[config.mk]
export PLATFORM = sky130hd
export DESIGN_NAME = efpga_subsystem
export DESIGN_NICKNAME = d
export VERILOG_FILES = /design/src/verilog/efpga_glue_pkg.sv /design/src/verilog/control_word_filter.sv /design/src/verilog/lint_grant_gate.sv /design/src/verilog/lint_scratch_bank.sv /design/src/verilog/tcdm_port_bridge.sv /design/src/verilog/event_edge_sync.sv /design/src/verilog/efpga_subsystem.sv
export SDC_FILE = /design/constraint.sdc
export NUM_CORES = 1
export LEC_CHECK = 0
export CORE_AREA = 2 2 383 385
export DETAILED_ROUTE_END_ITERATION = 10
export DIE_AREA = 0 0 385 387
export DONT_BUFFER_PORTS = 1
export HOLD_SLACK_MARGIN = 0.03
export PLACE_DENSITY = 0.38
export SLEW_MARGIN = 20
export SYNTH_ARGS = -nofsm -noshare
export SYNTH_HDL_FRONTEND = slang
export SYNTH_SLANG_ARGS = --single-unit
[constraint.sdc]
create_clock -name asic_clk_i -period 3.2 [get_ports asic_clk_i]
set_input_delay 0.32 -clock asic_clk_i [delete_from_list [all_inputs] [get_ports asic_clk_i]]
set_output_delay 0.32 -clock asic_clk_i [all_outputs]
set_load 0.01 [all_outputs]
[src/verilog/efpga_glue_pkg.sv]
// --------------------
// shared widths and counts for the eFPGA glue logic
// L2 accesses always land in region 1C0, only the low offset bits reach the fabric
// --------------------
package efpga_glue_pkg;

   localparam int CTRL_WIDTH        = 32;
   localparam int LINT_ADDR_WIDTH   = 20;
   localparam int LINT_GNT_DELAY    = 5;   // cycles of held req before gnt

   localparam int N_TCDM_PORTS      = 4;
   localparam int N_EVENTS          = 16;

   localparam int L2_ADDR_WIDTH     = 32;
   localparam int TCDM_OFFSET_WIDTH = 20;
   localparam int TCDM_REGION_WIDTH = L2_ADDR_WIDTH - TCDM_OFFSET_WIDTH;

   localparam logic [TCDM_REGION_WIDTH-1:0] TCDM_REGION = 12'h1C0;

   // one L2 address, seen whole or split into region and offset
   typedef union packed {
      logic [L2_ADDR_WIDTH-1:0] word;
      struct packed {
         logic [TCDM_REGION_WIDTH-1:0] region;
         logic [TCDM_OFFSET_WIDTH-1:0] offset;
      } fields;
   } tcdm_addr_u;

endpackage

[src/verilog/control_word_filter.sv]
// --------------------
// word must be seen on 3 sampling edges in a row, output follows 4 cycles later
// shorter glitches never reach the fabric
// --------------------
`timescale 1ns/100ps

module control_word_filter import efpga_glue_pkg::*; (
   input  logic                  asic_clk_i,
   input  logic                  rst_n,
   input  logic [CTRL_WIDTH-1:0] control_i,
   output logic [CTRL_WIDTH-1:0] efpga_control_o
);

   logic [CTRL_WIDTH-1:0] ctrl_d1;
   logic [CTRL_WIDTH-1:0] ctrl_d2;
   logic                  ctrl_stable;

   always_ff @(posedge asic_clk_i or negedge rst_n) begin
      if (!rst_n) begin
         ctrl_d1         <= '0;
         ctrl_d2         <= '0;
         ctrl_stable     <= 1'b0;
         efpga_control_o <= '0;
      end else begin
         ctrl_d1     <= control_i;
         ctrl_d2     <= ctrl_d1;
         ctrl_stable <= (ctrl_d1 == control_i) && (ctrl_d2 == control_i);
         if (ctrl_stable) begin
            efpga_control_o <= ctrl_d1;   // d1 still holds the settled word
         end
      end
   end

endmodule

[src/verilog/lint_grant_gate.sv]
// --------------------
// master holds req until gnt, then drops it for at least one cycle
// when disabled nothing reaches the bank and every request is granted at once
// --------------------
`timescale 1ns/100ps

module lint_grant_gate import efpga_glue_pkg::*; (
   input  logic                       asic_clk_i,
   input  logic                       rst_n,
   input  logic                       lint_enable_i,
   input  logic                       lint_req_i,
   input  logic [LINT_ADDR_WIDTH-1:0] lint_addr_i,
   input  logic                       lint_wen_i,
   input  logic [31:0]                lint_wdata_i,
   input  logic [3:0]                 lint_be_i,
   output logic                       lint_gnt_o,
   output logic                       lint_r_valid_o,
   output logic [31:0]                lint_rdata_o,
   output logic                       fab_req_o,
   output logic [LINT_ADDR_WIDTH-1:0] fab_addr_o,
   output logic                       fab_wen_o,
   output logic [31:0]                fab_wdata_o,
   output logic [3:0]                 fab_be_o,
   input  logic [31:0]                fab_rdata_i,
   input  logic                       fab_r_valid_i
);

   logic [LINT_GNT_DELAY-1:0] req_hold;   // one bit per cycle of held req

   always_ff @(posedge asic_clk_i or negedge rst_n) begin
      if (!rst_n) begin
         req_hold <= '0;
      end else if (!lint_req_i || !lint_enable_i) begin
         req_hold <= '0;
      end else begin
         req_hold <= {req_hold[LINT_GNT_DELAY-2:0], 1'b1};
      end
   end

   assign lint_gnt_o     = lint_enable_i ? (req_hold[LINT_GNT_DELAY-1] & lint_req_i) : lint_req_i;
   assign lint_r_valid_o = lint_enable_i ? fab_r_valid_i : 1'b1;
   assign lint_rdata_o   = fab_rdata_i;

   // only the first cycle of a request goes through
   assign fab_req_o   = lint_enable_i & lint_req_i & ~(req_hold[0] | req_hold[1]);
   assign fab_addr_o  = lint_addr_i;
   assign fab_wen_o   = lint_wen_i;
   assign fab_wdata_o = lint_wdata_i;
   assign fab_be_o    = lint_be_i;

endmodule

[src/verilog/lint_scratch_bank.sv]
// --------------------
// 16 words at addr[5:2], always ready
// wen high means read, each access gives one valid pulse
// --------------------
`timescale 1ns/100ps

module lint_scratch_bank import efpga_glue_pkg::*; (
   input  logic                       asic_clk_i,
   input  logic                       rst_n,
   input  logic                       fab_req_i,
   input  logic [LINT_ADDR_WIDTH-1:0] fab_addr_i,
   input  logic                       fab_wen_i,
   input  logic [31:0]                fab_wdata_i,
   input  logic [3:0]                 fab_be_i,
   output logic [31:0]                fab_rdata_o,
   output logic                       fab_r_valid_o
);

   logic [31:0] mem [16];
   logic [3:0]  word_sel;

   assign word_sel = fab_addr_i[5:2];

   always_ff @(posedge asic_clk_i) begin
      if (fab_req_i) begin
         if (fab_wen_i) begin
            fab_rdata_o <= mem[word_sel];
         end else begin
            for (int b = 0; b < 4; b++) begin
               if (fab_be_i[b]) begin
                  mem[word_sel][8*b +: 8] <= fab_wdata_i[8*b +: 8];
               end
            end
         end
      end
   end

   always_ff @(posedge asic_clk_i or negedge rst_n) begin
      if (!rst_n) begin
         fab_r_valid_o <= 1'b0;
      end else begin
         fab_r_valid_o <= fab_req_i;   // writes also answer
      end
   end

endmodule

[src/verilog/tcdm_port_bridge.sv]
// --------------------
// one entry slot between fabric and L2, fabric gnt means slot empty
// slot outputs hold until l2_gnt_i, wen high means read
// --------------------
`timescale 1ns/100ps

module tcdm_port_bridge import efpga_glue_pkg::*; (
   input  logic                         asic_clk_i,
   input  logic                         rst_n,
   input  logic                         enable_i,
   input  logic                         fab_req_i,
   input  logic [TCDM_OFFSET_WIDTH-1:0] fab_addr_i,
   input  logic                         fab_wen_i,
   input  logic [31:0]                  fab_wdata_i,
   input  logic [3:0]                   fab_be_i,
   output logic                         fab_gnt_o,
   output logic [31:0]                  fab_rdata_o,
   output logic                         fab_read_valid_o,
   output logic                         l2_req_o,
   output logic [L2_ADDR_WIDTH-1:0]     l2_addr_o,
   output logic                         l2_wen_o,
   output logic [31:0]                  l2_wdata_o,
   output logic [3:0]                   l2_be_o,
   input  logic                         l2_gnt_i,
   input  logic                         l2_r_valid_i,
   input  logic [31:0]                  l2_r_rdata_i
);

   logic                         slot_full;
   logic [TCDM_OFFSET_WIDTH-1:0] slot_offset;
   logic                         accept;
   logic                         last_wen;
   tcdm_addr_u                   l2_addr;

   assign fab_gnt_o = ~slot_full;
   assign accept    = enable_i & fab_req_i & fab_gnt_o;

   always_ff @(posedge asic_clk_i or negedge rst_n) begin
      if (!rst_n) begin
         slot_full <= 1'b0;
      end else if (accept) begin
         slot_full <= 1'b1;
      end else if (l2_gnt_i) begin
         slot_full <= 1'b0;
      end
   end

   always_ff @(posedge asic_clk_i) begin
      if (accept) begin
         slot_offset <= fab_addr_i;
         l2_wen_o    <= fab_wen_i;
         l2_wdata_o  <= fab_wdata_i;
         l2_be_o     <= fab_be_i;
      end
   end

   always_comb begin
      l2_addr.fields.region = TCDM_REGION;
      l2_addr.fields.offset = slot_offset;
   end

   assign l2_req_o  = slot_full;
   assign l2_addr_o = l2_addr.word;

   // remembers the direction of the pending response
   always_ff @(posedge asic_clk_i or negedge rst_n) begin
      if (!rst_n) begin
         last_wen <= 1'b1;
      end else if (l2_req_o) begin
         last_wen <= l2_wen_o;
      end
   end

   assign fab_read_valid_o = l2_r_valid_i & last_wen;   // writes give no valid
   assign fab_rdata_o      = l2_r_rdata_i;

endmodule

[src/verilog/event_edge_sync.sv]
// --------------------
// one cycle pulse per rising edge of an enabled event
// --------------------
`timescale 1ns/100ps

module event_edge_sync import efpga_glue_pkg::*; #(
   parameter int N_EVENTS = efpga_glue_pkg::N_EVENTS
) (
   input  logic                asic_clk_i,
   input  logic                rst_n,
   input  logic                events_enable_i,
   input  logic [N_EVENTS-1:0] fab_events_i,
   output logic [N_EVENTS-1:0] efpga_event_o
);

   logic [N_EVENTS-1:0] events_masked;
   logic [N_EVENTS-1:0] events_prev;

   assign events_masked = fab_events_i & {N_EVENTS{events_enable_i}};

   always_ff @(posedge asic_clk_i or negedge rst_n) begin
      if (!rst_n) begin
         events_prev   <= '0;
         efpga_event_o <= '0;
      end else begin
         events_prev   <= events_masked;
         efpga_event_o <= events_masked & ~events_prev;   // rising edges only
      end
   end

endmodule

[src/verilog/efpga_subsystem.sv]
// --------------------
// ASIC side glue of the eFPGA, single clock domain
// fabric side TCDM and event signals come straight in as ports
// --------------------
`timescale 1ns/100ps

module efpga_subsystem import efpga_glue_pkg::*; #(
   parameter int N_PORTS  = N_TCDM_PORTS,
   parameter int N_EVENTS = efpga_glue_pkg::N_EVENTS
) (
   input  logic                                           asic_clk_i,
   input  logic                                           rst_n,

   input  logic [CTRL_WIDTH-1:0]                          control_i,
   output logic [CTRL_WIDTH-1:0]                          efpga_control_o,

   input  logic                                           lint_enable_i,
   input  logic                                           lint_req_i,
   input  logic [LINT_ADDR_WIDTH-1:0]                     lint_addr_i,
   input  logic                                           lint_wen_i,
   input  logic [31:0]                                    lint_wdata_i,
   input  logic [3:0]                                     lint_be_i,
   output logic                                           lint_gnt_o,
   output logic                                           lint_r_valid_o,
   output logic [31:0]                                    lint_rdata_o,

   input  logic [N_PORTS-1:0]                             tcdm_enable_i,
   input  logic [N_PORTS-1:0]                             fab_tcdm_req_i,
   input  logic [N_PORTS-1:0][TCDM_OFFSET_WIDTH-1:0]      fab_tcdm_addr_i,
   input  logic [N_PORTS-1:0]                             fab_tcdm_wen_i,
   input  logic [N_PORTS-1:0][31:0]                       fab_tcdm_wdata_i,
   input  logic [N_PORTS-1:0][3:0]                        fab_tcdm_be_i,
   output logic [N_PORTS-1:0]                             fab_tcdm_gnt_o,
   output logic [N_PORTS-1:0][31:0]                       fab_tcdm_rdata_o,
   output logic [N_PORTS-1:0]                             fab_tcdm_read_valid_o,

   output logic [N_PORTS-1:0]                             l2_req_o,
   output logic [N_PORTS-1:0][L2_ADDR_WIDTH-1:0]          l2_addr_o,
   output logic [N_PORTS-1:0]                             l2_wen_o,
   output logic [N_PORTS-1:0][31:0]                       l2_wdata_o,
   output logic [N_PORTS-1:0][3:0]                        l2_be_o,
   input  logic [N_PORTS-1:0]                             l2_gnt_i,
   input  logic [N_PORTS-1:0]                             l2_r_valid_i,
   input  logic [N_PORTS-1:0][31:0]                       l2_r_rdata_i,

   input  logic                                           events_enable_i,
   input  logic [N_EVENTS-1:0]                            fab_events_i,
   output logic [N_EVENTS-1:0]                            efpga_event_o
);

   // lint path between gate and scratch bank
   logic                       fab_req;
   logic [LINT_ADDR_WIDTH-1:0] fab_addr;
   logic                       fab_wen;
   logic [31:0]                fab_wdata;
   logic [3:0]                 fab_be;
   logic [31:0]                fab_rdata;
   logic                       fab_r_valid;

   control_word_filter u_ctrl_filter (
      .asic_clk_i      (asic_clk_i),
      .rst_n           (rst_n),
      .control_i       (control_i),
      .efpga_control_o (efpga_control_o)
   );

   lint_grant_gate u_lint_gate (
      .asic_clk_i     (asic_clk_i),
      .rst_n          (rst_n),
      .lint_enable_i  (lint_enable_i),
      .lint_req_i     (lint_req_i),
      .lint_addr_i    (lint_addr_i),
      .lint_wen_i     (lint_wen_i),
      .lint_wdata_i   (lint_wdata_i),
      .lint_be_i      (lint_be_i),
      .lint_gnt_o     (lint_gnt_o),
      .lint_r_valid_o (lint_r_valid_o),
      .lint_rdata_o   (lint_rdata_o),
      .fab_req_o      (fab_req),
      .fab_addr_o     (fab_addr),
      .fab_wen_o      (fab_wen),
      .fab_wdata_o    (fab_wdata),
      .fab_be_o       (fab_be),
      .fab_rdata_i    (fab_rdata),
      .fab_r_valid_i  (fab_r_valid)
   );

   lint_scratch_bank u_lint_bank (
      .asic_clk_i    (asic_clk_i),
      .rst_n         (rst_n),
      .fab_req_i     (fab_req),
      .fab_addr_i    (fab_addr),
      .fab_wen_i     (fab_wen),
      .fab_wdata_i   (fab_wdata),
      .fab_be_i      (fab_be),
      .fab_rdata_o   (fab_rdata),
      .fab_r_valid_o (fab_r_valid)
   );

   for (genvar g = 0; g < N_PORTS; g++) begin : g_tcdm
      tcdm_port_bridge u_bridge (
         .asic_clk_i       (asic_clk_i),
         .rst_n            (rst_n),
         .enable_i         (tcdm_enable_i[g]),   // each port on its own enable
         .fab_req_i        (fab_tcdm_req_i[g]),
         .fab_addr_i       (fab_tcdm_addr_i[g]),
         .fab_wen_i        (fab_tcdm_wen_i[g]),
         .fab_wdata_i      (fab_tcdm_wdata_i[g]),
         .fab_be_i         (fab_tcdm_be_i[g]),
         .fab_gnt_o        (fab_tcdm_gnt_o[g]),
         .fab_rdata_o      (fab_tcdm_rdata_o[g]),
         .fab_read_valid_o (fab_tcdm_read_valid_o[g]),
         .l2_req_o         (l2_req_o[g]),
         .l2_addr_o        (l2_addr_o[g]),
         .l2_wen_o         (l2_wen_o[g]),
         .l2_wdata_o       (l2_wdata_o[g]),
         .l2_be_o          (l2_be_o[g]),
         .l2_gnt_i         (l2_gnt_i[g]),
         .l2_r_valid_i     (l2_r_valid_i[g]),
         .l2_r_rdata_i     (l2_r_rdata_i[g])
      );
   end

   event_edge_sync #(
      .N_EVENTS (N_EVENTS)
   ) u_event_sync (
      .asic_clk_i      (asic_clk_i),
      .rst_n           (rst_n),
      .events_enable_i (events_enable_i),
      .fab_events_i    (fab_events_i),
      .efpga_event_o   (efpga_event_o)
   );

endmodule

==> Yosys cells after proc, flatten, opt, wreduce, memory -nomap -nowiden <==
Memory sizes are Yosys's and may differ from the RTL's. A register that Yosys moved wholly into a read port is not among the register bits.
Cells that the tools add are included.
{ "classes": {"n_addsub": 0, "multipliers": 0, "div": 0, "magnitude_cmp": 0, "n_eq_ne": 2, "shift": 0, "muxes": 27, "n_bitwise": 24, "reduce_logical": 9} }
{ "ops": {"columns": ["op", "count"], "rows": [
  ["equality test 32 bit", 2],
  ["bitwise AND 16 bit", 2],
  ["two-way mux 1 bit", 26],
  ["NOT 16 bit", 1],
  ["bitwise AND 1 bit", 15],
  ["nonzero test 2 bit", 4],
  ["two-way mux 5 bit", 1],
  ["NOT 1 bit", 5],
  ["zero test 1 bit", 2],
  ["AND reduction 2 bit", 1],
  ["logical AND 1 bit", 1],
  ["logical OR 1 bit", 1],
  ["bitwise OR 1 bit", 1]
]} }
{ "totals": {"reg_bits": 371, "latch_bits": 0, "ramBits": 512, "romBits": 0, "output_inout_bits": 498, "n_memories": 1} }
{ "memory_table": {"columns": ["name", "depth", "width", "rd", "rd_ports_with_merged_regs", "write_ports", "line_no", "rtl"], "rows": [
  ["u_lint_bank.mem", 16, 32, 1, 1, 1, "lint_scratch_bank.sv:19", "logic [31:0] mem [16];"]
]} }

==> Logic depth before layout (Yosys ltp) <==
{ "depth": {"depth_word": 5, "mapped_depth": 6, "ltp_nobuf": 4} }

==> Cells and area by module <==
A second synthesis with hierarchy kept.
{ "unflattened": {"cells_unflattened": 1745, "hier_area_um2": 34383.0} }
{ "modules_own_cells": {"columns": ["mod", "instances", "cells_each", "area_each_um2"], "rows": [
  ["lint_scratch_bank", 1, 913, 20485.9],
  ["tcdm_port_bridge", 4, 111, 2139.6],
  ["control_word_filter", 1, 218, 3404.5],
  ["event_edge_sync", 1, 67, 1071.0],
  ["lint_grant_gate", 1, 103, 863.3]
]} }

==> Least setup slack after synthesis <==
OpenSTA, ideal clock, no wires.
{ "synth_path": {"path_type": "reg-to-reg", "start": "register g_tcdm[0].u_bridge.slot_full", "end": "register g_tcdm[0].u_bridge.l2_be_o[0], enable pin", "setup_time_ns": 0.422, "arrival_time_ns": 1.862, "required_time_ns": 2.778, "path_slack_ns": 0.916, "stages_incl_launch_ff": 3, "path_buffers": 0, "synth_period_minus_slack_ns": 2.284, "cell_sequence": "dfrtp_1 -> inv_1 -> and3_1"} }
{ "synth_via": {"elab_chain_len": 2} }
{ "synth_lines": {"columns": ["element", "line_no", "rtl"], "rows": [
  ["from (decl)", "tcdm_port_bridge.sv:29", "logic slot_full;"],
  ["from (signal assigned)", "tcdm_port_bridge.sv:40", "slot_full <= 1'b0;"],
  ["from (signal assigned)", "tcdm_port_bridge.sv:42", "slot_full <= 1'b1;"],
  ["from (signal assigned)", "tcdm_port_bridge.sv:44", "slot_full <= 1'b0;"],
  ["NOT 1 bit", "tcdm_port_bridge.sv:35", "assign fab_gnt_o = ~slot_full;"],
  ["via g_tcdm[0].u_bridge.fab_gnt_o", "tcdm_port_bridge.sv:16", "output logic fab_gnt_o,"],
  ["bitwise AND 1 bit", "tcdm_port_bridge.sv:36", "assign accept = enable_i & fab_req_i & fab_gnt_o;"],
  ["via g_tcdm[0].u_bridge.accept", "tcdm_port_bridge.sv:31", "logic accept;"],
  ["to (signal assigned)", "tcdm_port_bridge.sv:53", "l2_be_o <= fab_be_i;"],
  ["to (decl)", "tcdm_port_bridge.sv:23", "output logic [3:0] l2_be_o,"]
]} }
The timed path passes the listed nets, and every way through them passes these cells.
A chain may end at the register's enable or synchronous reset.

==> summary.md <==
| Metric | Value |
|---|---|
| Outcome | finished with violations |
| Die extent in y | 387 um |
| Antenna violations before repair | 33 |
| Slew headroom | 50.2% |
| Tightest Hold Check Type | primary input to asynchronous set/reset pin |
| Total track usage | 15.5% |
| Yosys top cell by area | edfxtp_1 |
| Starting DRT DRC Count | 978 |
| DRT Pass-1 Iters | 5 |
| Final TNS setup | 0 ps |
| Share of layout cells above drive strength 1 | 21.3% |
| Endpoint class of the critical path | register |
| Synth async-reset ratio | 15.6% |
| Port Buf Inserts | 0 |
| CP dominant cell by count | mux4_2 |
| Peak Freq | 464 MHz |
| Via count | 15,821 |
| CP Class | register to register |
| DR DRC count | 0 |
| Synth top area cells | edfxtp_1 (69%), mux4_2 (11%), dfrtp_1 (10%) |
| Final instance area | 0.0419 sq mm |
| Setup-failing EPs final | 0 |
| Final hold violation count | about 140 |
| Worst-Margin Slew | 747 ps |
| Top cell type's share of synthesized area | 68.6% |
| Area of the multi-input gates | 0.00551 sq mm |
| Wire length per cell | 29.8 um |
| Commonest cells in the netlist | edfxtp_1 (772), buf_4 (192), mux4_2 (160) |
| Worst endpoint required time | 3640 ps |
| P&R area growth vs syn | 24.1% |
| Synth cell types | 31 |
| Power density cells | 630 mW/mm^2 |
| Commonest register cell after synthesis | edfxtp_1 |
| Fill cells | 14,243 |
| Max-slew violation count | 0 |
| Crit-path max FO | 1 |
| Maximum buffer depth of the clock tree | 3 |
| Final WL | 117 mm |
| Vias/cell | 4.04 |
| Non-filler cells in the finished layout | 3,920 |
| Sequence of cells on the critical path | mux4_2, mux4_2, dlygate4sd3_1 |
| Gate Count Post-Synth | 1,587 |
| Maximum VDD drop | 0.434 mV |
| Placed Cells | approximately 3,400 |
| Final Cycle Share | 67.3% |
| # IOs | 980 |
| Clock Pin Slew Worst Setup and Hold Paths | 60 ps |
| Dpl hpwl | 88.3 mm |
| Synth Cell Area | 0.0338 sq mm |
| TritonCTS clock tree | yes |
| Hold_buf cts | 320 |
| CP peak stage delay | 560 ps |
| Most numerous cell in the Yosys netlist | edfxtp_1 |
| # nets final | between 2,000 and 2,500 |
| CP Data Arrival Time | 2590 ps |
| Setup ws final | 1050 ps |
| Routed Antenna Nets | 0 |
| Synth Area per Inst | 21.3 sq um |
| Initial Utilization | 23.3% |
| Die Area | approximately 0.15 sq mm |
| Pre-CTS setup slack | 1100 ps |
| RSZ-0062 raised after global routing | no |
| Number of global-route vias before repair | 17,094 |
| Core region area | 0.145 sq mm |
| Gpl congestion | 0.860 |
| Failing checks | hold timing |
| Startpoint types | register |
| Clock Skew | 33.8 ps |
| Die X | about 390 um |
| DP Area | around 0.035 sq mm |
| # rows | 140 |
| Hold slack | -669 ps |
| Root Driver | clkbuf_16 |
| Reg area | around 0.027 sq mm |
| Leakage power | 0.0140 uW |
| YS warnings | 0 |
| Total grt overflow | 0 |
| Flops & latches, synth | 915 |
| Number of synthesized flops with an enable pin | 772 |
| Worst skew pair latency | 700 ps |
| Final min period | roughly 2200 ps |
| Pin count of the biggest net entering global routing | 144 |
| Htree depth | 3 |
| CTS Buf Count | ~100 |
| CP max stage cell | dlygate4sd3_1 |
| First-pass GRT wire length | approximately 160 mm |
| Sequential-to-total area share from yosys stat | 79.2% |
| Max-cap violations | 0 |
| Clock sink count | 915 |
## routing by layer
layer	global-route usage [%]	routed length [um]
met4	3.92	2350
met1	17.4	43400
met2	27.6	60800
met5	0	116
met3	5.66	10000
## logic make-up (layout without fill, tap and decap cells)
kind of cell           after synthesis  after routing  synth area share [%]
AO/OA/AOI/OAI                       13             13                 0.267
XOR/XNOR                            36             36                 0.933
buffers and inverters              245            586                  5.05
flip-flops                         915            915                  79.2
multiplexers                       196            196                  11.9
other                                2             77                0.0222
AND/OR/NAND/NOR                    180            180                  2.67
## final cells by class
| class | count | share of cell area [%] |
|---|---|---|
| Sequential cell | 915 | 63.8 |
| Multi-Input combinational cell | 473 | 13.1 |
| Timing Repair Buffer | 391 | 9.11 |
| Clock buffer | 132 | 6.57 |
| Tap cell | 1917 | 5.72 |
| Clock inverter | 57 | 1.42 |
| Antenna cell | 29 | 0.173 |
| Inverter | 6 | 0.0537 |
## sequential cells by signal, summed over array words and instances (netlist names), 4 cells and up
| register | count |
|---|---|
| g_tcdm.u_bridge.l2_be_o | 16 |
| g_tcdm.u_bridge.l2_req_o | 4 |
| g_tcdm.u_bridge.l2_wdata_o | 128 |
| g_tcdm.u_bridge.l2_wen_o | 4 |
| g_tcdm.u_bridge.last_wen | 4 |
| g_tcdm.u_bridge.slot_offset | 80 |
| u_ctrl_filter.ctrl_d1 | 32 |
| u_ctrl_filter.ctrl_d2 | 32 |
| u_ctrl_filter.efpga_control_o | 32 |
| u_event_sync.efpga_event_o | 16 |
| u_event_sync.events_prev | 16 |
| u_lint_bank.fab_rdata_o | 32 |
| u_lint_bank.mem | 512 |
| u_lint_gate.req_hold | 5 |
## worst max-delay path, delay by kind of cell, from the launching register on
kind                   cells  cell delay [ps]
multiplexers               2              980
buffers and inverters      1              560
flip-flops                 1              360
## worst paths after layout
path	startpoint	end	slack, ps	cells after the start
min reg2reg	u_event_sync.events_prev[8]	u_event_sync.efpga_event_o[8]	390	1
max in group asynchronous	rst_n	g_tcdm[2].u_bridge.last_wen	3560	0
min in group asic_clk_i	control_i[11]	u_ctrl_filter.ctrl_stable	100	4
min	rst_n	u_event_sync.events_prev[10]	-670	0
max reg2reg	u_lint_bank.mem[11][7]	u_lint_bank.fab_rdata_o[7]	1050	3
max	u_lint_bank.mem[11][7]	u_lint_bank.fab_rdata_o[7]	1050	3
## layout by cell type, fill, tap and decap left out, types with 23 or more instances in the layout
cell	n
dlygate4sd3_1	318
edfxtp_1	772
conb_1	48
mux2_2	36
clkbuf_1	23
nor2_1	66
diode_2	29
clkinv_1	24
xor2_1	30
mux4_2	160
dfrtp_1	139
buf_4	67
clkbuf_16	104
## stage by stage
step                      utilization, %  power (uW)  hold WS [ps]
after floorplan                        -       14400          24.4
after global placement              24.4       14500          27.8
after detailed placement            24.4       14500          27.2
after CTS                           28.9       26900          -761
after global routing                28.9       27400          -729
final                               29.0       26400          -669
## power by group
group	leakage (uW)	internal, uW	switching, uW
Sequential	0.00880	13200	362
Combinational	0.00361	549	515
Clock	0.00162	6890	4860
## timing repair
item,in CTS,in global routing
hold endpoints to repair,997,143
setup buffers,0,0
gates resized for setup,0,0
Note: power is estimated with default switching activity, not from simulation.
